===== src/sim/program.hex =====
// eight instruction words per line, word i sits at byte address 4*i
// word i = {i, 00, i, 13}
00000013 01000113 02000213 03000313 04000413 05000513 06000613 07000713
08000813 09000913 0a000a13 0b000b13 0c000c13 0d000d13 0e000e13 0f000f13
10001013 11001113 12001213 13001313 14001413 15001513 16001613 17001713
18001813 19001913 1a001a13 1b001b13 1c001c13 1d001d13 1e001e13 1f001f13
20002013 21002113 22002213 23002313 24002413 25002513 26002613 27002713
28002813 29002913 2a002a13 2b002b13 2c002c13 2d002d13 2e002e13 2f002f13
30003013 31003113 32003213 33003313 34003413 35003513 36003613 37003713
38003813 39003913 3a003a13 3b003b13 3c003c13 3d003d13 3e003e13 3f003f13
40004013 41004113 42004213 43004313 44004413 45004513 46004613 47004713
48004813 49004913 4a004a13 4b004b13 4c004c13 4d004d13 4e004e13 4f004f13
50005013 51005113 52005213 53005313 54005413 55005513 56005613 57005713
58005813 59005913 5a005a13 5b005b13 5c005c13 5d005d13 5e005e13 5f005f13
60006013 61006113 62006213 63006313 64006413 65006513 66006613 67006713
68006813 69006913 6a006a13 6b006b13 6c006c13 6d006d13 6e006e13 6f006f13
70007013 71007113 72007213 73007313 74007413 75007513 76007613 77007713
78007813 79007913 7a007a13 7b007b13 7c007c13 7d007d13 7e007e13 7f007f13
80008013 81008113 82008213 83008313 84008413 85008513 86008613 87008713
88008813 89008913 8a008a13 8b008b13 8c008c13 8d008d13 8e008e13 8f008f13
90009013 91009113 92009213 93009313 94009413 95009513 96009613 97009713
98009813 99009913 9a009a13 9b009b13 9c009c13 9d009d13 9e009e13 9f009f13
a000a013 a100a113 a200a213 a300a313 a400a413 a500a513 a600a613 a700a713
a800a813 a900a913 aa00aa13 ab00ab13 ac00ac13 ad00ad13 ae00ae13 af00af13
b000b013 b100b113 b200b213 b300b313 b400b413 b500b513 b600b613 b700b713
b800b813 b900b913 ba00ba13 bb00bb13 bc00bc13 bd00bd13 be00be13 bf00bf13
c000c013 c100c113 c200c213 c300c313 c400c413 c500c513 c600c613 c700c713
c800c813 c900c913 ca00ca13 cb00cb13 cc00cc13 cd00cd13 ce00ce13 cf00cf13
d000d013 d100d113 d200d213 d300d313 d400d413 d500d513 d600d613 d700d713
d800d813 d900d913 da00da13 db00db13 dc00dc13 dd00dd13 de00de13 df00df13
e000e013 e100e113 e200e213 e300e313 e400e413 e500e513 e600e613 e700e713
e800e813 e900e913 ea00ea13 eb00eb13 ec00ec13 ed00ed13 ee00ee13 ef00ef13
f000f013 f100f113 f200f213 f300f313 f400f413 f500f513 f600f613 f700f713
f800f813 f900f913 fa00fa13 fb00fb13 fc00fc13 fd00fd13 fe00fe13 ff00ff13


===== src/hw/fetch_pkg.sv =====
package fetch_pkg;

    // datapath widths
    localparam int ADDR_W = 32;
    localparam int INST_W = 32;

    // queue holds QUEUE_DEPTH-1 words, full when tail+1 == head
    localparam int QUEUE_DEPTH = 16;
    localparam int PTR_W       = 4;

    localparam int ID_W = 64;   // running instruction id

    // instruction memory model
    localparam int MEM_WORDS   = 256;
    localparam int MEM_ADDR_W  = 8;
    localparam int MEM_LATENCY = 2;    // accept to response, in cycles
    localparam int LAT_CNT_W   = $clog2(MEM_LATENCY + 1);

    localparam string MEM_INIT_FILE = "/design/src/sim/program.hex";

    localparam logic [ADDR_W-1:0] RESET_PC = '0;

    // fetch controller states
    localparam logic FETCH_IDLE = 1'b0;   // nothing outstanding
    localparam logic FETCH_WAIT = 1'b1;   // one request in flight

endpackage


===== src/hw/fetch_ctrl.sv =====
module fetch_ctrl (
    input  logic                        clk,
    input  logic                        rst,
    input  logic                        redirect_valid,
    input  logic [fetch_pkg::ADDR_W-1:0] redirect_addr,
    input  logic                        mem_req_ready,
    input  logic                        mem_resp_valid,
    input  logic [fetch_pkg::ADDR_W-1:0] mem_resp_addr,
    input  logic                        full,
    input  logic                        empty,
    output logic                        mem_req_valid,
    output logic [fetch_pkg::ADDR_W-1:0] mem_req_addr,
    output logic                        push,
    output logic                        flush
);
    import fetch_pkg::*;

    logic              state;
    logic [ADDR_W-1:0] next_pc;    // next sequential fetch address
    logic [ADDR_W-1:0] req_addr;   // address of the request in flight
    logic              hazard;
    logic              accept;
    logic              resp_match;

    // a redirect to the word already in flight with nothing buffered
    // is just a slow fetch, anything else throws the queue away
    assign hazard = redirect_valid &&
                    !(state == FETCH_WAIT && req_addr == redirect_addr && empty);

    assign mem_req_valid = hazard || !full;
    assign mem_req_addr  = redirect_valid ? redirect_addr : next_pc;
    assign accept        = mem_req_valid && mem_req_ready;

    // stale responses from before a redirect fail the address compare
    assign resp_match = (state == FETCH_WAIT) && mem_resp_valid &&
                        (mem_resp_addr == req_addr);

    assign push  = resp_match && !hazard;
    assign flush = hazard;

    always_ff @(posedge clk) begin
        if (rst) begin
            state   <= FETCH_IDLE;
            next_pc <= RESET_PC;
        end else if (hazard) begin
            if (mem_req_ready) begin
                state    <= FETCH_WAIT;    // target requested this cycle
                req_addr <= redirect_addr;
                next_pc  <= redirect_addr + ADDR_W'(4);
            end else begin
                state   <= FETCH_IDLE;
                next_pc <= redirect_addr;  // request it once memory is free
            end
        end else begin
            case (state)
                FETCH_IDLE: begin
                    if (accept) begin
                        state    <= FETCH_WAIT;
                        req_addr <= mem_req_addr;
                        next_pc  <= mem_req_addr + ADDR_W'(4);
                    end
                end
                FETCH_WAIT: begin
                    if (resp_match) begin
                        if (accept) begin
                            // chain the next request behind the response
                            req_addr <= mem_req_addr;
                            next_pc  <= mem_req_addr + ADDR_W'(4);
                        end else begin
                            state <= FETCH_IDLE;
                        end
                    end
                end
                default: state <= FETCH_IDLE;
            endcase
        end
    end

endmodule


===== config.mk =====
export PLATFORM = sky130hd
export DESIGN_NAME = fetch_ctrl
export DESIGN_NICKNAME = d
export VERILOG_FILES = /design/src/hw/fetch_pkg.sv /design/src/hw/fetch_ctrl.sv
export SDC_FILE = /design/constraint.sdc
export NUM_CORES = 1
export LEC_CHECK = 0
export BUFFER_PORTS_ARGS = -buffer_cell sky130_fd_sc_hd__buf_2
export CORE_ASPECT_RATIO = 2
export CORE_MARGIN = 8
export CORE_UTILIZATION = 50
export CTS_BUF_LIST = sky130_fd_sc_hd__clkbuf_8
export DETAILED_ROUTE_END_ITERATION = 10
export PLACE_DENSITY = 0.74
export SLEW_MARGIN = 25
export SYNTH_ARGS = -nofsm -noshare
export SYNTH_HDL_FRONTEND = slang
export SYNTH_SLANG_ARGS = --single-unit

===== constraint.sdc =====
create_clock -name clk -period 4.9 [get_ports clk]
set_input_delay 0.49 -clock clk [delete_from_list [all_inputs] [get_ports clk]]
set_output_delay 0.49 -clock clk [all_outputs]
set_load 0.01 [all_outputs]

==> impl_metrics.tcl <==
set metrics [dict create \
    status "completed" \
    worst_hold_path_type "primary input to flop" \
    synth.avg_cell_area_um2 9.02 \
    crit_arrival_ns 2.97 \
    peakVddDrop_mv 0.155 \
    root_buffer "clkbuf_8" \
    final-setup-viol-count 0 \
    place_area_mm2 0.00575 \
    cts_tree "done" \
    area_delta_synth_final_pct 14.8 \
    crit_cells 8 \
    h-tree-depth 3 \
    r2r-end "req_addr[21]$_DFFE_PP_" \
    row_count 53 \
    worst_hold_slack_ns 0.495 \
    fillers 956 \
    overflow 0 \
    worst-path-buf-inv 3 \
    grt_pass1_vias 5012 \
    drcViolationCount 0 \
    slowest_delay_ns 0.46 \
    vias 5226 \
    cp_top_family "buffers and inverters" \
    synthArstFlopShare_pct 0 \
    grt_setup_unrepaired "false" \
    tightest_slew_ns 0.909 \
    crit_slowest_cell "edfxtp_1" \
    fp.dieArea_mm2 0.0142 \
    power_density_mw_per_mm2 262 \
    crit_chain "xor2_1 > nor4_2 > nand4_1 > o41ai_4 > buf_4 > inv_4 > nor3_1 > buf_2" \
    grt_max_degree 47 \
    finalWorstSetupSlack_ns 1.44 \
    gp_congestion 1.02 \
    cp-end-kind "primary output" \
    ios 106 \
    postCtsSetupBuffers 0 \
    syn_inst 581 \
    clock_latency_ns 0.36 \
    synth_common_cells "xnor2_1, o21ai_0, nand4_1, nand3_1, xor2_1" \
    yosys_warnings 0 \
    finalCritPeriodShare_pct 70.6 \
    syn_area_mm2 0.00524 \
    start_util_pct 50.7 \
    cp_max_fo 46 \
    critPathLaunch "req_addr[27]$_DFFE_PP_" \
    antenna_found_initial 0 \
    slew-limit-headroom_pct 39.4 \
    stdcell_area_mm2 0.00602 \
    p_total_mw 1.58 \
    core-area_mm2 0.0103 \
    wirelength_um 17600 \
    synthFlopType "dfxtp_1" \
    ys_seq_elements 65 \
    wl_per_cell_um 22.0 \
    grt_use_total_pct 24.7 \
    fin_nets 732 \
    via_per_inst 6.52 \
    fp.dieW_um 88.4 \
    yosysMostFrequentCell "xnor2_1" \
    critical_path_class "flop to primary output" \
    yosys.area.top_type_share_pct 18.3 \
    dp_slack_ns 1.49 \
    fmax_mhz 289 \
    critPathRequiredTime_ns 4.41 \
    final_layout_size_suffix_gt1_share_pct 27.4 \
    r2r_cells 8 \
    clk_pin_slew_ns 0.08 \
    firstDrtPassIters 5 \
    clock_skew_ns 0.00919 \
    grt_pass1_wl_um 27200 \
    port_buffers 105 \
    drtIter0Drc 433 \
    numClockSinks 65 \
    leakagePower_nw 2.20 \
    synth_top_cell_by_area "edfxtp_1" \
    cap_violations 0 \
    die_y_um 161 \
    synthTopCellsByArea "edfxtp_1, dfxtp_1, xnor2_1, xor2_1, mux2_2" \
    cts_hold_buf 0 \
    worstReg2RegStart "req_addr[3]$_DFFE_PP_" \
    r2r_slack_ns 1.67 \
    dp_hpwl_um 12900 \
    antennaDiodeCount 0 \
    final_hold_viol_count 0 \
    synth-seq-area-share_pct 30.9 \
    cts_buffer_depth 2 \
    synth_fp_nets 654 \
    cts_resized 0 \
    numCtsBuffers 9 \
    yosys.cell_types.count 61 \
    min_period_ns 3.46 \
    start_kind "flop" \
    cp-endpoint "push" \
    final_antenna_net_count 0 \
    synth_edf_count 32 \
    tns_ns 0 \
    slew_viol_final 0 \
]
per-layer routing:
metal / vias up / GRT usage, % / routed length, um / share of wire, %
li1: 2358 / - / - / -
met1: 2458 / 31.1 / 6880 / 39
met2: 369 / 39.1 / 8320 / 47
met3: 41 / 4.66 / 1900 / 11
met4: 0 / 10.9 / 509 / 2.9
met5: - / 0 / 0 / 0
cell type report:
class / instances / area (um2) / share of cell area (%)
Timing Repair Buffer: 112 / 586 / 9.73
Clock buffer: 10 / 138 / 2.29
Multi-Input combinational cell: 457 / 3340 / 55.5
Clock inverter: 6 / 106 / 1.77
Sequential cell: 65 / 1620 / 27.0
Inverter: 14 / 55.1 / 0.915
Tap cell: 137 / 171 / 2.85
power breakdown:
part | internal [mW] | switching [mW] | total [mW]
registers | 0.609 | 0.0299 | 0.639
logic | 0.147 | 0.224 | 0.371
clock network | 0.349 | 0.219 | 0.569
total | 1.11 | 0.473 | 1.58
placed cells by master, fill, tap and decap left out, types with 9 or more instances in the layout:
cell type,count
xor2_1,36
inv_1,14
nand4_1,45
edfxtp_1,32
xnor2_1,67
nor3_1,11
o21ai_0,47
clkbuf_8,10
dfxtp_1,33
nand2_1,32
nand3_1,39
buf_2,105
nor2_1,9
nor4_1,9
mux2_2,26
a31oi_1,32
worst min path at each step:
stage                          endpoint  slack (ns)                      from  depth (start not counted)
2_1_floorplan  next_pc[10]$_SDFFE_PP0P_        0.46  next_pc[10]$_SDFFE_PP0P_                          2
3_3_place_gp   next_pc[10]$_SDFFE_PP0P_        0.49  next_pc[10]$_SDFFE_PP0P_                          2
3_5_place_dp   next_pc[23]$_SDFFE_PP0P_        0.49  next_pc[23]$_SDFFE_PP0P_                          2
4_1_cts        next_pc[31]$_SDFFE_PP0P_        0.48         redirect_addr[31]                          3
5_1_grt        next_pc[31]$_SDFFE_PP0P_        0.51         redirect_addr[31]                          3
6_report       next_pc[31]$_SDFFE_PP0P_        0.49         redirect_addr[31]                          3
registers in the layout (all words and copies together), names as in the netlist:
register,flops
req_addr,32
state,1
next_pc,32
through the flow:
step                      utilization [%]  std cells
after floorplan                         -        581
after global placement               55.6        784
after detailed placement             55.6        784
after CTS                            58.0        800
after global routing                 58.2        801
final                                58.2        801
cells by family after synthesis:
group	after synthesis	synth area share [%]
simple gates	194	22.0
compound gates	125	16.6
xor+xnor	103	17.2
flops	65	30.9
buf+inv	59	5.92
mux	33	6.92
fa+ha+maj	2	0.477
worst register-to-register path: cells and delay by family (launching register included):
family	cells	cell delay, ns
XOR/XNOR	1	0.29
flip-flops	1	0.44
AO/OA/AOI/OAI	2	0.82
AND/OR/NAND/NOR	3	0.80
buffers and inverters	2	0.60
Power figures use the tool's default switching activity.
