## src/sim/program.hex

```
// eight instruction words per line, word i sits at byte address 4*i
// word i = {i, 00, i, 13}
00000013 01000113 02000213 03000313 04000413 05000513 06000613 07000713
08000813 09000913 0a000a13 0b000b13 0c000c13 0d000d13 0e000e13 0f000f13
10001013 11001113 12001213 13001313 14001413 15001513 16001613 17001713
18001813 19001913 1a001a13 1b001b13 1c001c13 1d001d13 1e001e13 1f001f13
20002013 21002113 22002213 23002313 24002413 25002513 26002613 27002713
28002813 29002913 2a002a13 2b002b13 2c002c13 2d002d13 2e002e13 2f002f13
30003013 31003113 32003213 33003313 34003413 35003513 36003613 37003713
38003813 39003913 3a003a13 3b003b13 3c003c13 3d003d13 3e003e13 3f003f13
40004013 41004113 42004213 43004313 44004413 45004513 46004613 47004713
48004813 49004913 4a004a13 4b004b13 4c004c13 4d004d13 4e004e13 4f004f13
50005013 51005113 52005213 53005313 54005413 55005513 56005613 57005713
58005813 59005913 5a005a13 5b005b13 5c005c13 5d005d13 5e005e13 5f005f13
60006013 61006113 62006213 63006313 64006413 65006513 66006613 67006713
68006813 69006913 6a006a13 6b006b13 6c006c13 6d006d13 6e006e13 6f006f13
70007013 71007113 72007213 73007313 74007413 75007513 76007613 77007713
78007813 79007913 7a007a13 7b007b13 7c007c13 7d007d13 7e007e13 7f007f13
80008013 81008113 82008213 83008313 84008413 85008513 86008613 87008713
88008813 89008913 8a008a13 8b008b13 8c008c13 8d008d13 8e008e13 8f008f13
90009013 91009113 92009213 93009313 94009413 95009513 96009613 97009713
98009813 99009913 9a009a13 9b009b13 9c009c13 9d009d13 9e009e13 9f009f13
a000a013 a100a113 a200a213 a300a313 a400a413 a500a513 a600a613 a700a713
a800a813 a900a913 aa00aa13 ab00ab13 ac00ac13 ad00ad13 ae00ae13 af00af13
b000b013 b100b113 b200b213 b300b313 b400b413 b500b513 b600b613 b700b713
b800b813 b900b913 ba00ba13 bb00bb13 bc00bc13 bd00bd13 be00be13 bf00bf13
c000c013 c100c113 c200c213 c300c313 c400c413 c500c513 c600c613 c700c713
c800c813 c900c913 ca00ca13 cb00cb13 cc00cc13 cd00cd13 ce00ce13 cf00cf13
d000d013 d100d113 d200d213 d300d313 d400d413 d500d513 d600d613 d700d713
d800d813 d900d913 da00da13 db00db13 dc00dc13 dd00dd13 de00de13 df00df13
e000e013 e100e113 e200e213 e300e313 e400e413 e500e513 e600e613 e700e713
e800e813 e900e913 ea00ea13 eb00eb13 ec00ec13 ed00ed13 ee00ee13 ef00ef13
f000f013 f100f113 f200f213 f300f313 f400f413 f500f513 f600f613 f700f713
f800f813 f900f913 fa00fa13 fb00fb13 fc00fc13 fd00fd13 fe00fe13 ff00ff13

```

## src/hw/fetch_pkg.sv

```systemverilog
package fetch_pkg;

    // datapath widths
    localparam int ADDR_W = 32;
    localparam int INST_W = 32;

    // queue holds QUEUE_DEPTH-1 words, full when tail+1 == head
    localparam int QUEUE_DEPTH = 16;
    localparam int PTR_W       = 4;

    localparam int ID_W = 64;   // running instruction id

    // instruction memory model
    localparam int MEM_WORDS   = 256;
    localparam int MEM_ADDR_W  = 8;
    localparam int MEM_LATENCY = 2;    // accept to response, in cycles
    localparam int LAT_CNT_W   = $clog2(MEM_LATENCY + 1);

    localparam string MEM_INIT_FILE = "/design/src/sim/program.hex";

    localparam logic [ADDR_W-1:0] RESET_PC = '0;

    // fetch controller states
    localparam logic FETCH_IDLE = 1'b0;   // nothing outstanding
    localparam logic FETCH_WAIT = 1'b1;   // one request in flight

endpackage

```

## src/hw/inst_queue_ram.sv

```systemverilog
module inst_queue_ram (
    input  logic                        clk,
    input  logic                        push,
    input  logic [fetch_pkg::PTR_W-1:0]  tail,
    input  logic [fetch_pkg::PTR_W-1:0]  head,
    input  logic                        empty,
    input  logic [fetch_pkg::ADDR_W-1:0] mem_resp_addr,
    input  logic [fetch_pkg::INST_W-1:0] mem_resp_inst,
    output logic [fetch_pkg::ADDR_W-1:0] inst_addr,
    output logic [fetch_pkg::INST_W-1:0] inst_word
);
    import fetch_pkg::*;

    logic [ADDR_W-1:0] addr_mem [QUEUE_DEPTH];
    logic [INST_W-1:0] word_mem [QUEUE_DEPTH];

    // written at the tail, even when the word also leaves through the bypass
    always_ff @(posedge clk) begin
        if (push) begin
            addr_mem[tail] <= mem_resp_addr;
            word_mem[tail] <= mem_resp_inst;
        end
    end

    // empty queue means the memory response goes straight out
    assign inst_addr = empty ? mem_resp_addr : addr_mem[head];
    assign inst_word = empty ? mem_resp_inst : word_mem[head];

endmodule

```

## config.mk

```make
export PLATFORM = sky130hd
export DESIGN_NAME = inst_queue_ram
export DESIGN_NICKNAME = d
export VERILOG_FILES = /design/src/hw/fetch_pkg.sv /design/src/hw/inst_queue_ram.sv
export SDC_FILE = /design/constraint.sdc
export NUM_CORES = 1
export LEC_CHECK = 0
export BUFFER_PORTS_ARGS = -buffer_cell sky130_fd_sc_hd__clkbuf_2
export CAP_MARGIN = 0
export CORE_AREA = 2 2 301 303
export DETAILED_ROUTE_END_ITERATION = 8
export DIE_AREA = 0 0 303 305
export PLACE_DENSITY = 0.59
export SLEW_MARGIN = 20
export SYNTH_ARGS = -nofsm -noshare
export SYNTH_HDL_FRONTEND = slang
export SYNTH_SLANG_ARGS = --single-unit
```

## constraint.sdc

```tcl
create_clock -name clk -period 7.8 [get_ports clk]
set_input_delay 0.39 -clock clk [delete_from_list [all_inputs] [get_ports clk]]
set_output_delay 0.39 -clock clk [all_outputs]
set_load 0.03 [all_outputs]
```

==> results of run 1 <==
area by class of cell:
| type | instances | area (um2) | share of cell area, % |
|---|---|---|---|
| Antenna cell | 2 | 5.00 | 0.0111 |
| Tap cell | 1176 | 1470 | 3.28 |
| Inverter | 1 | 8.76 | 0.0195 |
| Timing Repair Buffer | 177 | 1030 | 2.30 |
| Clock inverter | 61 | 532 | 1.18 |
| Multi-Input combinational cell | 538 | 8320 | 18.5 |
| Sequential cell | 1024 | 30700 | 68.5 |
| Clock buffer | 132 | 2770 | 6.17 |
path summary, 6_finish.rpt:
kind | to | slack [ns]
setup / recovery | inst_word[13] | 3.88
hold / removal | addr_mem[11][7] | 0.16
cell usage in the layout, fill, tap and decap left out, types with 2 or more instances in the layout:
master	count
a221oi_1	3
a221oi_2	61
buf_12	2
buf_4	37
buf_8	2
bufinv_16	9
clkbuf_1	25
clkbuf_16	107
clkbuf_2	135
clkinv_1	23
clkinv_2	19
clkinvlp_4	6
diode_2	2
edfxtp_1	1024
inv_6	4
mux2i_1	64
mux4_1	20
mux4_2	236
nand2b_1	2
nand3b_1	2
nor2_1	64
nor2_4	12
nor3_2	4
o22ai_1	64
cells by family (layout without fill, tap and decap cells):
logic type             count (synthesis)  after routing  synth area share [%]
AO/OA/AOI/OAI                        128            128                  3.37
buffers and inverters                101            371                  2.17
flip-flops                          1024           1024                  77.2
multiplexers                         320            320                  16.3
other                                  0              2                     0
AND/OR/NAND/NOR                       90             90                 0.927
cells in the mapped netlist, types with 4 or more instances:
cell type	instances	area share, %
nor2_1	76	0.72
clkbuf_1	31	0.29
mux4_1	20	1.3
buf_6	19	0.54
mux4_2	236	13
a221oi_2	61	2.3
nor3_1	4	0.050
buf_12	14	0.70
buf_2	21	0.26
buf_4	9	0.17
edfxtp_1	1024	77
mux2i_1	64	1.6
o22ai_1	64	1.0
where the power goes:
| group | switching (mW) | leakage [nW] | total (mW) | internal [mW] |
|---|---|---|---|---|
| clock network | 2.00 | 1.60 | 4.81 | 2.80 |
| registers | 0.0222 | 9.25 | 6.19 | 6.17 |
| logic | 0.446 | 3.39 | 0.699 | 0.253 |
flip-flops by register name, indices dropped and copies added, names as in the netlist:
signal,cells
word_mem,512
addr_mem,512
stage by stage:
step	instances	setup WS (ns)	utilization [%]	hold WS (ns)
after CTS	3109	3.87	50.3	0.128
after detailed placement	2916	3.87	46.6	0.819
after global placement	2916	3.89	46.6	0.784
after floorplan	1663	1.98	-	0.489
after global routing	3110	3.74	50.3	0.167
final	3111	3.88	50.3	0.162
layer usage:
metal	track usage, %	routed length (um)	part of all wire (%)	up-vias
met5	0	79	0.088	-
met3	3.29	5220	5.8	114
met1	28.4	39200	44	9878
li1	-	-	-	7623
met2	30.9	43200	48	531
met4	4.74	1630	1.8	12
==> reports/metrics.yaml, run 1 <==
status:
  outcome: "complete, but fails checks"
  failed_checks: "design-rule violations"
detailed_routing:
  drt_wl_total_um: 89400
  via_per_inst: 5.84
  initialDrtViolationCount: 1847
  drtPass1Iterations: 9
  drc_errors: 18
  ant_nets: 0
  via_count: 18200
  wl_per_cell_um: 28.7
cts:
  cts_buffers: 103
  clk_pin_slew_worst_paths_ns: 0.06
  cts_tree: "built"
  hold_buffers: 0
  clockBufferDepth: 3
  cts_resized: 0
  root_buffer: "clkbuf_16"
  numClockSinks: 1024
  post_cts_buffers: 0
  htree_levels: 3
worst_setup_path:
  cp_data_required_time_ns: 7.41
  cpPeakStageDelay_ns: 0.62
  critical_path_peak_fanout: 63
  end_kind: "output port"
  cpLargestDelayFamily: "buffers and inverters"
  critPathLaunch: "head[3]"
  cp_common_cell: "buf_4"
  cp_num_buf_inv: 4
  critPathLaunchType: "input pin"
  path_depth: 7
  crit_arrival_ns: 3.53
  path_cells: "buf_6 -> buf_4 -> buf_4 -> mux4_2 -> mux2i_1 -> a221oi_2 -> clkbuf_2"
  crit_type: "input pin to output port"
  critPathSlowestCell: "buf_4"
placement:
  place_area_um2: 41600
  place_hpwl_um: 43700
  gp_congestion: 0.677
  portBuffers: 138
global_route:
  overflow: 0
  first_global_vias: 19100
  grt_pass1_wl_um: 130000
  antenna_found_initial: 8
  track_usage_pct: 19.5
  grt_max_degree: 121
logic_synthesis:
  async_flop_share_pct: 0
  synth.avg_cell_area_um2: 23.9
  synth_edf_count: 1024
  ys_ff_latch: 1024
  synthCells: 1663
  ys_seq_area_share_pct: 77.2
  ys_types: 25
  synthFlopType: "edfxtp_1"
  synthesis.area_um2: 39800
  synth_fp_nets: 1738
  ys_warn_count: 0
timing:
  post-route-period-util_pct: 50.3
  timing.final.crit_period_ns: 3.92
  worst_pin_slew_ns: 1.05
  relSlewSlack_pct: 30.0
  setup_viol: 0
  rsz0062_at_grt: "no"
  maxSlewViolCount: 0
  fin_tns_setup_ns: 0
  timing.fmax_mhz: 255
  finalHoldViolations: 0
floorplanning:
  core_area_um2: 89300
  initial_utilization_pct: 44.6
  die_w_um: 303
  num_rows: 110
  die_h_um: 305
  pin_count: 139
  die-area_um2: 92400
pwr:
  ir_drop_v: 0.000180
  p_total_mw: 11.7
  power_per_cell_area_nw_per_um2: 261
  p_leak_nw: 14.2
final_layout:
  syn2layout_area_growth_pct: 12.8
  nFillCells: 7021
  layout-drive-gt1-share_pct: 33.1
  fin_nets: 1920
  design_area_um2: 44900
hold_path:
  hold_start: "mem_resp_addr[7]"
  min_path_cells: 1
  hp-class: "input pin to flop"
job:
  maxCapViolations: 0
(Power assumes the default switching activity.)
==> run 2, diff against run 1 <==
Settings changed: ABC_AREA set to 1, CORE_AREA 2 2 301 303 to 2 2 309 311, DIE_AREA 0 0 303 305 to 0 0 311 313, PLACE_DENSITY 0.59 to 0.61.
Clock period 7.8 ns to 3.6 ns, I/O delays scaled along.
==> run 2 against run 1 <==
Net effect:
- the flow now finishes without violations
- worst setup slack worse by 2.8 ns
- sequential cell count unchanged
- global-route usage grew 3.0 points
- critical path depth increased by 5
- cell area up 6.6%
- via count rose by 51%
- worst hold slack worse by 0.14 ns
- combinational power grew to 2.7 times the previous value
- area after synthesis rose by 5.7%
- clock power grew 130%
==> reports/metrics.yaml, run 2 <==
final_layout:
  fin_nets: 3817  # +99%
  layout-drive-gt1-share_pct: 10.4  # -23 points
  mostFrequentLayoutCells: "nand2_1 (1542), edfxtp_1 (1024), nand3_1 (770), clkbuf_2 (133), clkbuf_16 (108)"
  final_common_cell: "nand2_1"
  post-route-util_pct: 50.8  # +0.59 points
  nFillCells: 8211  # +17%
  syn2layout_area_growth_pct: 13.8
  reg_top3: "addr_mem (512), word_mem (512)"
  design_area_um2: 47900  # +6.6%
cts:
  cts_tree: "built"
  clockBufferDepth: 3  # unchanged
  clk_pin_slew_worst_paths_ns: 0.06  # about the same
  cts_buffers: 104  # +0.97%
  post_cts_buffers: 0  # unchanged
  numClockSinks: 1024  # unchanged
  root_buffer: "clkbuf_16"
  htree_levels: 3  # unchanged
pwr:
  p_sw_share_pct: 22.6  # +1.5 points
  p_leak_nw: 17.8  # +25%
  clock_power_share_pct: 42.2  # +1.1 points
  p_sw_mw: 5.97  # +140%
  p_comb_share_pct: 7.1  # +1.1 points
  power_per_cell_area_nw_per_um2: 552  # +110%
  intPower_mw: 20.5  # +120%
  ir_drop_v: 0.000384  # +110%
  seqPwrFrac_pct: 50.8  # -2.1 points
worst_setup_path:
  end_kind: "output port"
  crit_type: "input pin to output port"
  cpPeakStageDelay_ns: 0.47  # -0.15 ns
  critPathLaunchType: "input pin"
  critical_path_peak_fanout: 165  # +160%
  cp_data_required_time_ns: 3.42  # -3.99 ns
  cpLargestDelayFamily: "buffers and inverters"
  critPathSlowestCell: "buf_4"
  cp_common_cell: "nand2_1"
  crit_arrival_ns: 2.34  # -1.19 ns
  path_cells: "buf_8 -> inv_16 -> buf_4 -> nand2_1 -> nand3_1 -> nand3_1 -> nand2_1 -> nand2_1 -> nand2_1 -> nand2_1 -> nand2_1 -> clkbuf_2"
  cp_num_buf_inv: 4  # unchanged
hold_path:
  min_path_cells: 1  # unchanged
  hold_start: "mem_resp_inst[5]"
  hold-path-endpoint: "word_mem[4][5]"
  hp-class: "input pin to flop"
logic_synthesis:
  synthCells: 3586  # +120%
  ys_types: 15  # -40%
  synthDominantCellAreaShare_pct: 73.1  # -4.2 points
  synth.avg_cell_area_um2: 11.7  # -51%
  synthesis.area_um2: 42100  # +5.7%
  ys_seq_area_share_pct: 73.1  # -4.2 points
  synthFlopType: "edfxtp_1"
  async_flop_share_pct: 0  # unchanged
  ys_warn_count: 0  # unchanged
  synth_common_cells: "nand2_1 (1542), edfxtp_1 (1024), nand3_1 (770), buf_2 (77), buf_6 (59)"
  synth_edf_count: 1024  # unchanged
  post-synth-top-count-cell: "nand2_1"
  synth_top_area_cell: "edfxtp_1"
  synth_fp_nets: 3661  # +110%
  ys_ff_latch: 1024  # unchanged
  synthTopCellsByArea: "edfxtp_1 (73%), nand2_1 (14%), nand3_1 (9.2%)"
timing:
  setup_viol: 0  # unchanged
  worst_pin_slew_ns: 1.10  # +0.0463 ns
  maxSlewViolCount: 0  # unchanged
  relSlewSlack_pct: 26.9  # -3.1 points
  finalHoldViolations: 0  # unchanged
  timing.final.crit_period_ns: 2.52
  fin_tns_setup_ns: 0  # unchanged
  timing.fmax_mhz: 397
  post-route-period-util_pct: 69.9
  rsz0062_at_grt: "no"
  whs_ns: 0.0255  # -0.136 ns
floorplanning:
  pin_count: 139  # unchanged
  core_area_um2: 94200  # +5.4%
  die-area_um2: 97300  # +5.3%
  num_rows: 113  # +2.7%
  die_w_um: 311  # +2.6%
  initial_utilization_pct: 44.7  # +0.11 points
  die_h_um: 313  # +2.6%
global_route:
  track_usage_pct: 22.5  # +3.0 points
  antenna_found_initial: 7  # -1
  first_global_vias: 26600  # +39%
  grt_pass1_wl_um: 166000  # +28%
  overflow: 0  # unchanged
  grt_max_degree: 166  # +37%
placement:
  gp_congestion: 0.731  # +7.9%
  place_area_um2: 43700  # +5.1%
  place_hpwl_um: 53700  # +23%
  portBuffers: 138  # unchanged
detailed_routing:
  initialDrtViolationCount: 2619  # +42%
  wl_per_cell_um: 21.7  # -25%
  drt_wl_total_um: 111000  # +24%
  ant_nets: 0  # unchanged
  drc_errors: 0  # -18
  via_count: 27300  # +51%
  drtPass1Iterations: 5  # -4
  via_per_inst: 5.37  # -8.1%
job:
  maxCapViolations: 0  # unchanged
status:
  outcome: "completed"
run 2: cell types whose count changed after synthesis, moves of 56 or more:
cell      delta
a221oi_2    -61
buf_2       +56
mux2i_1     -64
mux4_2     -236
nand2_1   +1541
nand3_1    +769
nor2_1      -58
o22ai_1     -64
run 2: kinds of logic (layout without fill, tap and decap cells):
kind of cell / count (synthesis) / after routing / share of synthesized area [%]
flip-flops: 1024 / 1024 / 73.1
other: 0 / 3 / 0
buffers and inverters: 232 / 475 / 3.83
AND/OR/NAND/NOR: 2330 / 2330 / 23.1
run 2: cell type report:
cell class / count / area, um2 / share of cell area [%]
Sequential cell: 1024 / 30700 / 64.2
Multi-Input combinational cell: 2330 / 9830 / 20.5
Clock buffer: 117 / 2740 / 5.72
Timing Repair Buffer: 274 / 2110 / 4.41
Tap cell: 1265 / 1580 / 3.31
Clock inverter: 76 / 795 / 1.66
Inverter: 8 / 63.8 / 0.133
Antenna cell: 3 / 7.51 / 0.0157
run 2: power groups by stage:
stage | Sequential, mW | Clock (mW) | Combinational (mW)
after floorplan | 13.7 | 0 | 1.18
after global placement | 13.7 | 0 | 1.81
after detailed placement | 13.7 | 0 | 1.83
after CTS | 13.4 | 11.3 | 1.89
after global routing | 13.4 | 11.7 | 2.07
final | 13.4 | 11.1 | 1.87
run 2: stage by stage:
stage                     power [mW]  instances  worst slack (ns)
after global placement          15.5       4838              1.14
after global routing            27.2       5095             0.923
final                           26.4       5097              1.08
after floorplan                 14.9       3586            0.0515
after CTS                       26.6       5094              1.11
after detailed placement        15.5       4838              1.13
run 2: routing by layer:
metal	global-route usage (%)	routed length [um]	vias to the layer above
met5	0	69	-
met4	6.14	2350	10
met3	3.45	7730	175
met2	38.5	54500	921
met1	30.0	45900	13500
li1	-	-	12800
run 2: repair_timing:
action,CTS,global route
gates resized for setup,0,0
hold endpoints to repair,973,0
hold buffers,63,0
run 2: worst max path at each step:
stage,from,to,slack [ns],cells past startpoint
3_3_place_gp,head[0],inst_addr[19],1.14,12
6_report,head[0],inst_addr[19],1.08,12
5_1_grt,head[0],inst_addr[19],0.92,12
4_1_cts,head[0],inst_addr[19],1.11,12
3_5_place_dp,head[0],inst_addr[19],1.13,12
2_1_floorplan,tail[0],addr_mem[13][0],0.05,4
