## config.mk

```make
export PLATFORM = sky130hd
export DESIGN_NAME = fetch_queue_counters
export DESIGN_NICKNAME = d
export VERILOG_FILES = /design/src/hw/fetch_pkg.sv /design/src/hw/fetch_queue_counters.sv
export SDC_FILE = /design/constraint.sdc
export NUM_CORES = 1
export LEC_CHECK = 0
export BUFFER_PORTS_ARGS = -buffer_cell sky130_fd_sc_hd__buf_2
export CAP_MARGIN = 20
export CORE_MARGIN = 2
export CORE_UTILIZATION = 45
export CTS_CLUSTER_DIAMETER = 80
export CTS_CLUSTER_SIZE = 24
export DETAILED_ROUTE_END_ITERATION = 8
export PLACE_DENSITY_LB_ADDON = 0.05
export SYNTH_ARGS = -nofsm -noshare
export SYNTH_HDL_FRONTEND = slang
export SYNTH_SLANG_ARGS = --single-unit
```

## constraint.sdc

```tcl
create_clock -name clk -period 2.5 [get_ports clk]
set_input_delay 0.125 -clock clk [delete_from_list [all_inputs] [get_ports clk]]
set_output_delay 0.125 -clock clk [all_outputs]
set_load 0.01 [all_outputs]
```

## src/sim/program.hex

```
// eight instruction words per line, word i sits at byte address 4*i
// word i = {i, 00, i, 13}
00000013 01000113 02000213 03000313 04000413 05000513 06000613 07000713
08000813 09000913 0a000a13 0b000b13 0c000c13 0d000d13 0e000e13 0f000f13
10001013 11001113 12001213 13001313 14001413 15001513 16001613 17001713
18001813 19001913 1a001a13 1b001b13 1c001c13 1d001d13 1e001e13 1f001f13
20002013 21002113 22002213 23002313 24002413 25002513 26002613 27002713
28002813 29002913 2a002a13 2b002b13 2c002c13 2d002d13 2e002e13 2f002f13
30003013 31003113 32003213 33003313 34003413 35003513 36003613 37003713
38003813 39003913 3a003a13 3b003b13 3c003c13 3d003d13 3e003e13 3f003f13
40004013 41004113 42004213 43004313 44004413 45004513 46004613 47004713
48004813 49004913 4a004a13 4b004b13 4c004c13 4d004d13 4e004e13 4f004f13
50005013 51005113 52005213 53005313 54005413 55005513 56005613 57005713
58005813 59005913 5a005a13 5b005b13 5c005c13 5d005d13 5e005e13 5f005f13
60006013 61006113 62006213 63006313 64006413 65006513 66006613 67006713
68006813 69006913 6a006a13 6b006b13 6c006c13 6d006d13 6e006e13 6f006f13
70007013 71007113 72007213 73007313 74007413 75007513 76007613 77007713
78007813 79007913 7a007a13 7b007b13 7c007c13 7d007d13 7e007e13 7f007f13
80008013 81008113 82008213 83008313 84008413 85008513 86008613 87008713
88008813 89008913 8a008a13 8b008b13 8c008c13 8d008d13 8e008e13 8f008f13
90009013 91009113 92009213 93009313 94009413 95009513 96009613 97009713
98009813 99009913 9a009a13 9b009b13 9c009c13 9d009d13 9e009e13 9f009f13
a000a013 a100a113 a200a213 a300a313 a400a413 a500a513 a600a613 a700a713
a800a813 a900a913 aa00aa13 ab00ab13 ac00ac13 ad00ad13 ae00ae13 af00af13
b000b013 b100b113 b200b213 b300b313 b400b413 b500b513 b600b613 b700b713
b800b813 b900b913 ba00ba13 bb00bb13 bc00bc13 bd00bd13 be00be13 bf00bf13
c000c013 c100c113 c200c213 c300c313 c400c413 c500c513 c600c613 c700c713
c800c813 c900c913 ca00ca13 cb00cb13 cc00cc13 cd00cd13 ce00ce13 cf00cf13
d000d013 d100d113 d200d213 d300d313 d400d413 d500d513 d600d613 d700d713
d800d813 d900d913 da00da13 db00db13 dc00dc13 dd00dd13 de00de13 df00df13
e000e013 e100e113 e200e213 e300e313 e400e413 e500e513 e600e613 e700e713
e800e813 e900e913 ea00ea13 eb00eb13 ec00ec13 ed00ed13 ee00ee13 ef00ef13
f000f013 f100f113 f200f213 f300f313 f400f413 f500f513 f600f613 f700f713
f800f813 f900f913 fa00fa13 fb00fb13 fc00fc13 fd00fd13 fe00fe13 ff00ff13

```

## src/hw/fetch_pkg.sv

```systemverilog
package fetch_pkg;

    // datapath widths
    localparam int ADDR_W = 32;
    localparam int INST_W = 32;

    // queue holds QUEUE_DEPTH-1 words, full when tail+1 == head
    localparam int QUEUE_DEPTH = 16;
    localparam int PTR_W       = 4;

    localparam int ID_W = 64;   // running instruction id

    // instruction memory model
    localparam int MEM_WORDS   = 256;
    localparam int MEM_ADDR_W  = 8;
    localparam int MEM_LATENCY = 2;    // accept to response, in cycles
    localparam int LAT_CNT_W   = $clog2(MEM_LATENCY + 1);

    localparam string MEM_INIT_FILE = "/design/src/sim/program.hex";

    localparam logic [ADDR_W-1:0] RESET_PC = '0;

    // fetch controller states
    localparam logic FETCH_IDLE = 1'b0;   // nothing outstanding
    localparam logic FETCH_WAIT = 1'b1;   // one request in flight

endpackage

```

## src/hw/fetch_queue_counters.sv

```systemverilog
module fetch_queue_counters (
    input  logic                       clk,
    input  logic                       rst,
    input  logic                       push,
    input  logic                       flush,
    input  logic                       inst_ready,
    output logic                       full,
    output logic                       empty,
    output logic [fetch_pkg::PTR_W-1:0] head,
    output logic [fetch_pkg::PTR_W-1:0] tail,
    output logic                       inst_valid,
    output logic [fetch_pkg::ID_W-1:0]  inst_id
);
    import fetch_pkg::*;

    logic take;   // decode side accepts a word

    assign empty = (head == tail);
    assign full  = (tail + PTR_W'(1)) == head;   // one slot kept free

    // a push into an empty queue is visible in the same cycle
    assign inst_valid = !empty || push;
    assign take       = inst_valid && inst_ready;

    always_ff @(posedge clk) begin
        if (rst) begin
            head <= '0;
            tail <= '0;
        end else begin
            if (push)
                tail <= tail + PTR_W'(1);
            if (flush)
                head <= tail;              // drop everything buffered
            else if (take)
                head <= head + PTR_W'(1);
        end
    end

    // id also steps once per hazard
    always_ff @(posedge clk) begin
        if (rst)
            inst_id <= '0;
        else if (flush || take)
            inst_id <= inst_id + ID_W'(1);
    end

endmodule

```

==> results of run 1 <==
-- registers in the layout, indices dropped and copies added, names as in the netlist --
name / cells
inst_id: 64
tail: 4
head: 4
-- report_power, final --
part / internal, mW / total, mW / switching [mW]
clock: 0.588 / 1.04 / 0.450
combinational: 0.0923 / 0.250 / 0.157
sequential: 1.16 / 1.17 / 0.0110
-- path summary, 6_finish.rpt --
| path | end | slack (ns) |
|---|---|---|
| setup / recovery | inst_id[43] | 0.08 |
| hold / removal | head[2] | 0.12 |
| setup reg to reg | inst_id[43] | 0.08 |
| hold reg to reg | inst_id[63] | 0.49 |
-- final cells by class --
type                       count  area share
clock buffer                  11      0.0284
clock inverter                 5      0.0161
inverter                      20      0.0151
multi-input combinational    354       0.457
sequential                    72       0.289
tap                          105      0.0264
timing repair buffer         136       0.168
-- worst max-delay path: stages (launching register included) --
cell	delay, ns
dfxtp_1	0.43
nand3_1	0.13
or4_4	0.59
or4_4	0.56
or4b_1	0.49
a21oi_1	0.14
-- layout by cell type (no fill, tap or decap), types with 3 or more instances in the layout --
cell type,netlist,routed
and4_1,8,8
nor2b_1,3,3
nand2_1,30,30
xnor2_1,12,12
nand2b_1,3,3
a2111oi_0,4,4
or2_2,6,6
and3_1,8,8
nor2_1,26,26
dfxtp_1,72,72
or4_1,38,36
nor3_1,6,6
or3_1,13,12
nor4_1,8,8
buf_2,4,79
clkbuf_8,0,10
nand3_1,22,22
xor2_1,9,9
buf_4,0,56
o211ai_1,4,4
or4_4,2,4
nand4b_1,7,7
nand4_1,18,18
mux2_2,3,3
o21ai_0,15,14
inv_1,19,19
o31ai_1,27,27
a211oi_1,3,3
a21oi_1,53,53
o41ai_1,10,10
ha_1,3,3
-- layer usage --
layer,track usage,share of wire,vias up
met4,0.0769,0.017,0
met5,0,0,-
met2,0.404,0.48,117
li1,-,-,2059
met1,0.305,0.46,1989
met3,0.0470,0.048,15
-- metrics by stage --
stage               setup WS, ns  utilization  cells
floorplan                 0.0749            -    471
global placement          0.0757        0.571    686
detailed placement        0.0475        0.571    686
CTS                       0.0378        0.597    702
global route            0.000370        0.600    703
finish                    0.0792        0.600    703
-- timing repair --
item,CTS,global route
gates resized for setup,0,4
endpoints found under the setup margin,0,20
buffers inserted,0,1
-- cells by family after synthesis --
family / after synthesis / synth area share
DFF: 72 / 0.372
adders and majority gates: 3 / 0.00969
buffers and inverters: 45 / 0.0452
xor gates and xnor gates: 21 / 0.0475
muxes: 5 / 0.0139
and+or+nand+nor: 201 / 0.308
AOI/OAI and AO/OA: 124 / 0.203
==> out/metrics.json, run 1 <==
{
  "initial_utilization": 0.467,
  "synth-seq-area-share": 0.372,
  "postSynthRegisterBits": 72,
  "yosysWarnings": 0,
  "max_slew_margin": 0.305,
  "first_global_vias": 3874,
  "totalWireLength_um": 11300,
  "mapped_avg_cell_area_um2": 8.22,
  "cts_tree": "built",
  "hold_violations": 0,
  "synthTopCellsByArea": "dfxtp_1, or4_1, a21oi_1, o31ai_1, nand2_1",
  "grt_setup_unrepaired": "no",
  "critPathMaxFanout": 6,
  "syn-cell-area_um2": 3870,
  "holdCritPathClass": "in -> reg",
  "cts-buffers-inserted": 9,
  "synth_nets": 479,
  "post_dp_cell_area_um2": 4740,
  "detail_route.vias_per_cell": 5.95,
  "worst_slew_pin_slew_ns": 1.04,
  "cts.clk_slew.worst_paths_ns": 0.08,
  "cts-htree-levels": 3,
  "drt_pass1_iterations": 5,
  "route.vias.total": 4180,
  "drive_above_1_share": 0.288,
  "wire_length_of_the_first_global_routing_pass_um": 18800,
  "grt_use_total": 0.238,
  "first_iter_violations": 167,
  "reg2reg_depth": 5,
  "fin_hold_ws_ns": 0.122,
  "io_pins": 80,
  "synth_top_cells_by_count": "dfxtp_1, a21oi_1, or4_1",
  "sum_of_negative_setup_slack_ns": 0,
  "yosysMostFrequentCell": "dfxtp_1",
  "die_width_um": 96.8,
  "grt_start_max_net_pins": 54,
  "worst_skew_pair.late_latency_ns": 0.35,
  "layout.filler_cells": 795,
  "cts.root.buffer_cell": "clkbuf_8",
  "syn-instance-count": 471,
  "design_area_um2": 4980,
  "finalSetupViolations": 0,
  "layout_min_cycle_time_ns": 2.42,
  "power.static_leakage_nw": 1.87,
  "clock_sinks": 72,
  "crit_path_end_kind": "flip-flop",
  "post-synth-top-area-cell": "dfxtp_1",
  "floorplan.die_area_um2": 9370,
  "clockBufferDepth": 2,
  "insertedDiodeCount": 0,
  "design.core.area_um2": 8300,
  "synth-edff-count": 0,
  "cts.hold.buffers_added": 0,
  "dp_hpwl_um": 8070,
  "die-height_um": 96.8,
  "arrival_ns": 2.69,
  "design.final.nets": 601,
  "areaGrowthSynthToFinish_pct": 28.6,
  "power_mw": 2.46,
  "place.gp.congestion": 0.861,
  "critical_path_data_required_time_ns": 2.77,
  "sequential_cell_area_um2": 1440,
  "globalRouteOverflowTotal": 0,
  "count_of_antenna_violating_nets_left_after_detailed_routing": 0,
  "maxCapViolCount": 0,
  "clock.fmax_ghz": 0.413,
  "antenna_violations_before_repair": 0,
  "yosysTopAreaCellShare": 0.372,
  "worst_r2r_startpoint": "inst_id[9]",
  "dominantRegCellSynth": "dfxtp_1",
  "crit_start": "inst_id[9]",
  "routed_wire_length_per_instance_um": 16.1,
  "hold_depth": 3,
  "core.rowCount": 33,
  "path_class": "reg -> reg",
  "hold_path.startpoint": "flush",
  "power-per-cell-area_nw_per_um2": 494,
  "min_period_over_period": 0.968,
  "numPortBuffers": 79,
  "result_of_the_run": "complete, no violations",
  "timing.critical_path.from_type": "flip-flop",
  "yosys.cell_types.count": 43,
  "slew_violations": 0,
  "timing.clock.skew_ns": 0.0162,
  "async_s_r_ff_share_synth": 0,
  "drcViolationCount": 0,
  "area_used_by_multi_input_combinational_logic_um2": 2270,
  "worst_ir_drop_vdd_mv": 0.410
}
No activity file was read; power rests on OpenSTA's default activity.
==> inputs of run 2 (changes only) <==
CORE_MARGIN = not set   (was 2)
CORE_UTILIZATION = 30   (was 45)
==> run 2 against run 1 <==
Net effect:
- fmax grew 0.77%
- largest power group is now the clock network
- via count up 1.9%
- sequential cell count unchanged
- critical path depth is the same
- core utilization down 19 points
- sequential share of layout area down 1.4 points
- setup slack improved by 0.019 ns
- critical path type unchanged
- die area up 43%
- register-to-register slack better by 0.02 ns
==> out/metrics.json, run 2 (synthesized netlist as in run 1, its figures left out) <==
{
  "cp-endpoint": {"value": "inst_id[63]", "change": "was inst_id[43]"},
  "cts-htree-levels": {"value": 3, "change": "unchanged"},
  "worst_slew_pin_slew": {"value": 1.02, "unit": "ns", "change": "was 1.04 ns"},
  "clockBufferDepth": {"value": 2, "change": "unchanged"},
  "final_cells": {"value": 784, "change": "was 703"},
  "power.static_leakage": {"value": 1.97, "unit": "nW", "change": "was 1.87 nW"},
  "path_class": {"value": "reg -> reg", "change": "unchanged"},
  "critical_path_data_required_time": {"value": 2.76, "unit": "ns", "change": "was 2.77 ns"},
  "first_iter_violations": {"value": 233, "change": "was 167"},
  "result_of_the_run": {"value": "complete, no violations", "change": "unchanged"},
  "crit_start": {"value": "inst_id[10]", "change": "was inst_id[9]"},
  "regMostFlops": {"value": "inst_id", "change": "unchanged"},
  "dp_hpwl": {"value": 9050, "unit": "um", "change": "was 8070 um"},
  "largest_register_ff_count": {"value": 64, "change": "unchanged"},
  "layout_min_cycle_time": {"value": 2.40, "unit": "ns", "change": "was 2.42 ns"},
  "worst_skew_pair.late_latency": {"value": 0.34, "unit": "ns", "change": "was 0.35 ns"},
  "design.core.area": {"value": 12600, "unit": "um^2", "change": "was 8300 um^2"},
  "cts-buffers-inserted": {"value": 9, "change": "unchanged"},
  "sequential_cell_area": {"value": 1440, "unit": "um^2", "change": "about the same"},
  "routed.top_layer": {"value": "met4", "change": "unchanged"},
  "clock_sinks": {"value": 72, "change": "unchanged"},
  "reg2reg_depth": {"value": 5, "change": "unchanged"},
  "totalWireLength": {"value": 13000, "unit": "um", "change": "was 11300 um"},
  "numPortBuffers": {"value": 79, "change": "unchanged"},
  "regToRegSetupSlack": {"value": 0.1, "unit": "ns", "change": "was 0.08 ns"},
  "drcViolationCount": {"value": 0, "change": "unchanged"},
  "crit_chain": {"value": "nand4_1, or4_4, a2111o_2, or4_1, a21oi_1", "change": "was nand3_1, or4_4, or4_4, or4b_1, a21oi_1"},
  "power-per-cell-area": {"value": 505, "unit": "nW/um^2", "change": "was 494 nW/um^2"},
  "cp_slowest_cell": {"value": "or4_4", "change": "unchanged"},
  "clock.fmax": {"value": 0.416, "unit": "GHz", "change": "was 0.413 GHz"},
  "top_regs": {"value": "inst_id x64, head x4, tail x4", "change": "unchanged"},
  "mostFrequentLayoutCells": {"value": "buf_2, dfxtp_1, buf_4, a21oi_1, or4_1", "change": "unchanged"},
  "worstReg2RegEnd": {"value": "inst_id[63]", "change": "was inst_id[43]"},
  "cts.root.buffer_cell": {"value": "clkbuf_16", "change": "was clkbuf_8"},
  "place.gp.congestion": {"value": 0.772, "change": "was 0.861"},
  "final_common_cell": {"value": "buf_2", "change": "unchanged"},
  "detail_route.vias_per_cell": {"value": 5.43, "change": "was 5.95"},
  "area_used_by_multi_input_combinational_logic": {"value": 2300, "unit": "um^2", "change": "was 2270 um^2"},
  "timing.critical_path.from_type": {"value": "flip-flop", "change": "unchanged"},
  "min_period_over_period": {"value": 0.961, "change": "was 0.968"},
  "grt_setup_unrepaired": {"value": "no", "change": "unchanged"},
  "route.vias.total": {"value": 4261, "change": "was 4180"},
  "antenna_violations_before_repair": {"value": 0, "change": "unchanged"},
  "initial_utilization": {"value": 0.307, "change": "was 0.467"},
  "wl_met3": {"value": 628, "unit": "um", "change": "was 546 um"},
  "grt_use_total": {"value": 0.197, "change": "was 0.238"},
  "crit_path_end_kind": {"value": "flip-flop", "change": "unchanged"},
  "hold_violations": {"value": 0, "change": "unchanged"},
  "critPathMaxFanout": {"value": 6, "change": "unchanged"},
  "count_of_antenna_violating_nets_left_after_detailed_routing": {"value": 0, "change": "unchanged"},
  "die_width": {"value": 116, "unit": "um", "change": "was 96.8 um"},
  "core.rowCount": {"value": 41, "change": "was 33"},
  "worst_r2r_startpoint": {"value": "inst_id[10]", "change": "was inst_id[9]"},
  "cts_tree": {"value": "built", "change": "unchanged"},
  "max_stage_delay": {"value": 0.62, "unit": "ns", "change": "was 0.59 ns"},
  "holdCritPathClass": {"value": "in -> reg", "change": "unchanged"},
  "design.final.nets": {"value": 616, "change": "was 601"},
  "placedCellCount": {"value": 764, "change": "was 686"},
  "first_global_vias": {"value": 3949, "change": "was 3874"},
  "sum_of_negative_setup_slack": {"value": 0, "unit": "ns", "change": "unchanged"},
  "max_slew_margin": {"value": 0.321, "change": "was 0.305"},
  "floorplan.die_area": {"value": 13400, "unit": "um^2", "change": "was 9370 um^2"},
  "timing.clock.skew": {"value": 0.00619, "unit": "ns", "change": "was 0.0162 ns"},
  "drt_pass1_iterations": {"value": 4, "change": "was 5"},
  "cts.hold.buffers_added": {"value": 0, "change": "unchanged"},
  "areaGrowthSynthToFinish": {"value": 35.1, "unit": "%", "change": "was 28.6%"},
  "fin_hold_ws": {"value": 0.138, "unit": "ns", "change": "was 0.122 ns"},
  "routed_wire_length_per_instance": {"value": 16.6, "unit": "um", "change": "was 16.1 um"},
  "wire_length_of_the_first_global_routing_pass": {"value": 20200, "unit": "um", "change": "was 18800 um"},
  "maxCapViolCount": {"value": 0, "change": "unchanged"},
  "die-height": {"value": 116, "unit": "um", "change": "was 96.8 um"},
  "insertedDiodeCount": {"value": 0, "change": "unchanged"},
  "arrival": {"value": 2.67, "unit": "ns", "change": "was 2.69 ns"},
  "drive_above_1_share": {"value": 0.297, "change": "was 0.288"},
  "io_pins": {"value": 80, "change": "unchanged"},
  "worst_ir_drop_vdd": {"value": 0.214, "unit": "mV", "change": "was 0.410 mV"},
  "wl_met2": {"value": 5920, "unit": "um", "change": "was 5390 um"},
  "cts.clk_slew.worst_paths": {"value": 0.06, "unit": "ns", "change": "was 0.08 ns"},
  "detail_route.wirelength.met1": {"value": 6140, "unit": "um", "change": "was 5170 um"},
  "grt_start_max_net_pins": {"value": 52, "change": "was 54"},
  "slew_violations": {"value": 0, "change": "unchanged"},
  "finalSetupViolations": {"value": 0, "change": "unchanged"},
  "globalRouteOverflowTotal": {"value": 0, "change": "unchanged"},
  "layout.filler_cells": {"value": 1345, "change": "was 795"}
}
==> run 2: cell count changes in the layout (fill, tap and decap cells not counted) <==
| cell | previous run | this run |
|---|---|---|
| bufinv_16 | 2 | 0 |
| clkinv_2 | 1 | 0 |
| clkbuf_8 | 10 | 2 |
| or2_2 | 6 | 5 |
| dfxtp_1 | 72 | 71 |
| a2111o_1 | 0 | 2 |
| clkbuf_16 | 0 | 9 |
| clkinvlp_4 | 2 | 0 |
| dfxtp_2 | 0 | 1 |
| clkbuf_1 | 1 | 4 |
| buf_4 | 56 | 69 |
| or2_4 | 0 | 1 |
==> run 2: worst min-delay path by stage <==
stage / start / slack, ns / endpoint / depth (start not counted)
finish: flush / 0.14 / head[2] / 3
global route: flush / 0.17 / head[2] / 3
CTS: flush / 0.14 / head[2] / 3
detailed placement: inst_id[63] / 0.49 / inst_id[63] / 2
global placement: inst_id[56] / 0.48 / inst_id[56] / 2
floorplan: flush / 0.29 / head[2] / 2
==> run 2: final cells by class <==
type	instances	area share
clock buffers	15	0.0512
inverters	20	0.0143
multi-input cells	356	0.439
flip-flops and latches	72	0.276
well taps	172	0.0411
repair buffers	149	0.178
==> run 2: timing repair <==
item                                    in CTS  in global routing
pin swaps                                    0                  6
endpoints found under the setup margin      17                 10
cloned                                       0                  2
buffers inserted                             0                  3
gates resized for setup                      4                  2
==> run 2: critical path, delay by kind of cell, from the launching register on <==
family / cells / cell delay, ns
flops: 1 / 0.34
compound gates: 2 / 0.69
simple gates: 3 / 1.29
==> run 2: stage by stage <==
| stage | area, um^2 | power (mW) | worst slack (ns) | utilization |
|---|---|---|---|---|
| 2_1_floorplan | 3870 | 1.34 | 0.0749 | - |
| 3_3_place_gp | 4900 | 1.46 | -0.00766 | 0.389 |
| 3_5_place_dp | 4900 | 1.46 | -0.0519 | 0.389 |
| 4_1_cts | 5180 | 2.68 | 0.00124 | 0.411 |
| 5_1_grt | 5230 | 2.76 | 0.00370 | 0.415 |
| 6_report | 5230 | 2.64 | 0.0978 | 0.415 |
==> run 2: power breakdown <==
| part | leakage (nW) | switching, mW | internal [mW] | total, mW |
|---|---|---|---|---|
| combinational | 1.26 | 0.167 | 0.0972 | 0.264 |
| sequential | 0.582 | 0.0111 | 1.16 | 1.17 |
| clock | 0.130 | 0.482 | 0.722 | 1.20 |
| total | 1.97 | 0.660 | 1.98 | 2.64 |
==> run 2: metal layers <==
metal,GRT usage,up-vias
met5,0,-
met4,0.0906,0
met3,0.0382,18
met2,0.328,117
met1,0.246,2021
li1,-,2105
==> inputs of run 3 (changes only) <==
BUFFER_PORTS_ARGS = -buffer_cell sky130_fd_sc_hd__clkbuf_2   (was -buffer_cell sky130_fd_sc_hd__buf_2)
CORE_ASPECT_RATIO = 1.25   (was not set)
==> run 3 against run 2 <==
Net effect:
- global-route usage decreased by 0.21 points
- clock-buffer cell count decreased by 3
- register-to-register slack about the same
- critical path depth unchanged
- sequential power about the same
- total power decreased by 1.5%
- wire length decreased by 0.92%
==> out/metrics.json, run 3 (synthesized netlist as in run 1, its figures left out) <==
{
  "result_of_the_run": {"value": "complete, no violations", "change": "unchanged"},
  "cts_tree": {"value": "built", "change": "unchanged"},
  "cp_slowest_cell": {"value": "or4_4", "change": "unchanged"},
  "totalWireLength": {"value": 12900, "unit": "um", "change": "was 13000 um"},
  "cts-buffers-inserted": {"value": 9, "change": "unchanged"},
  "internal_power": {"value": 1.97, "unit": "mW", "change": "was 1.98 mW"},
  "route.vias.total": {"value": 4195, "change": "was 4261"},
  "layout_min_cycle_time": {"value": 2.40, "unit": "ns", "change": "about the same"},
  "worstPathBufferInverterCount": {"value": 0, "change": "unchanged"},
  "timing.clock.skew": {"value": 0.00563, "unit": "ns", "change": "was 0.00619 ns"},
  "arrival": {"value": 2.66, "unit": "ns", "change": "was 2.67 ns"},
  "first_iter_violations": {"value": 202, "change": "was 233"},
  "worst_ir_drop_vdd": {"value": 0.324, "unit": "mV", "change": "was 0.214 mV"},
  "sum_of_negative_setup_slack": {"value": 0, "unit": "ns", "change": "unchanged"},
  "clock_sinks": {"value": 72, "change": "unchanged"},
  "layout.filler_cells": {"value": 1343, "change": "was 1345"},
  "holdCritPathClass": {"value": "in -> reg", "change": "unchanged"},
  "critical_path.top_delay_family": {"value": "simple AND/OR/NAND/NOR gates", "change": "unchanged"},
  "design.final.nets": {"value": 614, "change": "was 616"},
  "grt_use_total": {"value": 0.195, "change": "was 0.197"},
  "dp_hpwl": {"value": 9570, "unit": "um", "change": "was 9050 um"},
  "power.switching": {"value": 0.636, "unit": "mW", "change": "was 0.660 mW"},
  "floorplan.die_area": {"value": 13400, "unit": "um^2", "change": "about the same"},
  "drt_pass1_iterations": {"value": 4, "change": "unchanged"},
  "core.rowCount": {"value": 46, "change": "was 41"},
  "timing.final.ws_setup": {"value": 0.0998, "unit": "ns", "change": "was 0.0978 ns"},
  "power.static_leakage": {"value": 1.90, "unit": "nW", "change": "was 1.97 nW"},
  "design.core.area": {"value": 12700, "unit": "um^2", "change": "was 12600 um^2"},
  "maxCapViolCount": {"value": 0, "change": "unchanged"},
  "hold_violations": {"value": 0, "change": "unchanged"},
  "critical_path_data_required_time": {"value": 2.76, "unit": "ns", "change": "about the same"},
  "cts-htree-levels": {"value": 3, "change": "unchanged"},
  "max_slew_margin": {"value": 0.642, "change": "was 0.321"},
  "grt_setup_unrepaired": {"value": "no", "change": "unchanged"},
  "place_ws": {"value": 0.0117, "unit": "ns", "change": "was -0.0519 ns"},
  "io_pins": {"value": 80, "change": "unchanged"},
  "wl_met2": {"value": 6600, "unit": "um", "change": "was 5920 um"},
  "worst_skew_pair.late_latency": {"value": 0.33, "unit": "ns", "change": "was 0.34 ns"},
  "routed.top_layer": {"value": "met4", "change": "unchanged"},
  "die_width": {"value": 104, "unit": "um", "change": "was 116 um"},
  "wire_length_of_the_first_global_routing_pass": {"value": 20700, "unit": "um", "change": "was 20200 um"},
  "drive_above_1_share": {"value": 0.299, "change": "was 0.297"},
  "slew_violations": {"value": 0, "change": "unchanged"},
  "largest_register_ff_count": {"value": 64, "change": "unchanged"},
  "first_global_vias": {"value": 4084, "change": "was 3949"},
  "place.gp.congestion": {"value": 0.780, "change": "was 0.772"},
  "crit_chain": {"value": "nand4_1, or4b_4, or4_4, or4_1, a21oi_1", "change": "was nand4_1, or4_4, a2111o_2, or4_1, a21oi_1"},
  "antenna_violations_before_repair": {"value": 0, "change": "unchanged"},
  "cts.root.buffer_cell": {"value": "clkbuf_16", "change": "unchanged"},
  "detail_route.wirelength.met1": {"value": 5670, "unit": "um", "change": "was 6140 um"},
  "drcViolationCount": {"value": 0, "change": "unchanged"},
  "max_stage_delay": {"value": 0.58, "unit": "ns", "change": "was 0.62 ns"},
  "numPortBuffers": {"value": 79, "change": "unchanged"},
  "worst_slew_pin_slew": {"value": 0.535, "unit": "ns", "change": "was 1.02 ns"},
  "wl_met3": {"value": 374, "unit": "um", "change": "was 628 um"},
  "globalRouteOverflowTotal": {"value": 0, "change": "unchanged"},
  "timing.critical_path.from_type": {"value": "flip-flop", "change": "unchanged"},
  "min_period_over_period": {"value": 0.960, "change": "was 0.961"},
  "crit_path_end_kind": {"value": "flip-flop", "change": "unchanged"},
  "insertedDiodeCount": {"value": 0, "change": "unchanged"},
  "clock.fmax": {"value": 0.417, "unit": "GHz", "change": "was 0.416 GHz"},
  "finalSetupViolations": {"value": 0, "change": "unchanged"},
  "final_common_cell": {"value": "clkbuf_2", "change": "was buf_2"},
  "critPathMaxFanout": {"value": 7, "change": "was 6"},
  "sequential_power_share": {"value": 0.451, "change": "was 0.444"},
  "power-per-cell-area": {"value": 500, "unit": "nW/um^2", "change": "was 505 nW/um^2"},
  "areaGrowthSynthToFinish": {"value": 34.2, "unit": "%", "change": "was 35.1%"},
  "detail_route.vias_per_cell": {"value": 5.41, "change": "was 5.43"},
  "count_of_antenna_violating_nets_left_after_detailed_routing": {"value": 0, "change": "unchanged"},
  "grt_start_max_net_pins": {"value": 30, "change": "was 52"},
  "routed_wire_length_per_instance": {"value": 16.6, "unit": "um", "change": "about the same"},
  "mostFrequentLayoutCells": {"value": "clkbuf_2, dfxtp_1, buf_4, a21oi_1, or4_1", "change": "was buf_2, dfxtp_1, buf_4, a21oi_1, or4_1"},
  "cts.clk_slew.worst_paths": {"value": 0.06, "unit": "ns", "change": "about the same"},
  "clock_power_share": {"value": 0.451, "change": "was 0.456"},
  "postLayoutCoreUtil": {"value": 0.411, "change": "was 0.415"},
  "clockBufferDepth": {"value": 2, "change": "unchanged"},
  "post_dp_cell_area": {"value": 4910, "unit": "um^2", "change": "was 4900 um^2"},
  "p_comb_frac": {"value": 0.098, "change": "was 0.100"},
  "design_area": {"value": 5200, "unit": "um^2", "change": "was 5230 um^2"},
  "top_regs": {"value": "inst_id x64, head x4, tail x4", "change": "unchanged"},
  "regMostFlops": {"value": "inst_id", "change": "unchanged"},
  "initial_utilization": {"value": 0.306, "change": "was 0.307"},
  "die-height": {"value": 129, "unit": "um", "change": "was 116 um"},
  "switching_share": {"value": 0.244, "change": "was 0.250"},
  "path_class": {"value": "reg -> reg", "change": "unchanged"}
}
-- run 3: cell count changes in the layout (fill, tap and decap cells not counted), sizes merged --
| cell | before | now |
|---|---|---|
| clkinv | 0 | 1 |
| a2111o | 3 | 1 |
| buf | 149 | 70 |
| clkbuf | 15 | 91 |
-- run 3: what timing repair did --
action	4_1_cts	5_1_grt
gates resized for setup	0	5
endpoints found under the setup margin	0	14
endpoints found under the hold margin	0	0
hold buffers	0	0
setup buffers	0	1
-- run 3: power groups by stage --
stage               combinational, mW  sequential, mW  clock [mW]
global route                    0.283            1.17        1.25
finish                          0.256            1.17        1.17
floorplan                       0.124            1.21           0
global placement                0.254            1.20           0
detailed placement              0.254            1.20           0
CTS                             0.256            1.17        1.21
-- run 3: path summary, 6_finish.rpt --
path         cells after the start          end  slack, ns         from
max reg2reg                      5  inst_id[50]        0.1  inst_id[24]
max                              5  inst_id[50]        0.1  inst_id[24]
min reg2reg                      2  inst_id[63]       0.49  inst_id[63]
min                              2  inst_id[27]       0.16          rst
-- run 3: metal layers --
metal / GRT usage / vias to the layer above
li1: - / 2075
met1: 0.225 / 2019
met2: 0.358 / 87
met3: 0.0362 / 14
met4: 0.0767 / 0
met5: 0 / -
-- run 3: cell type report --
class,count,area (um^2),area share
clock inverters,1,5.00,0.000963
clock buffers,12,256,0.0493
flip-flops and latches,72,1440,0.277
repair buffers,149,933,0.180
well taps,168,210,0.0404
inverters,20,75.1,0.0144
multi-input cells,354,2280,0.438
-- run 3: per-stage QoR --
step | hold slack [ns] | std cells | power [mW]
after global placement | 0.461 | 761 | 1.45
after floorplan | 0.294 | 471 | 1.34
final | 0.165 | 776 | 2.60
after global routing | 0.175 | 776 | 2.71
after CTS | 0.164 | 774 | 2.63
after detailed placement | 0.489 | 761 | 1.45
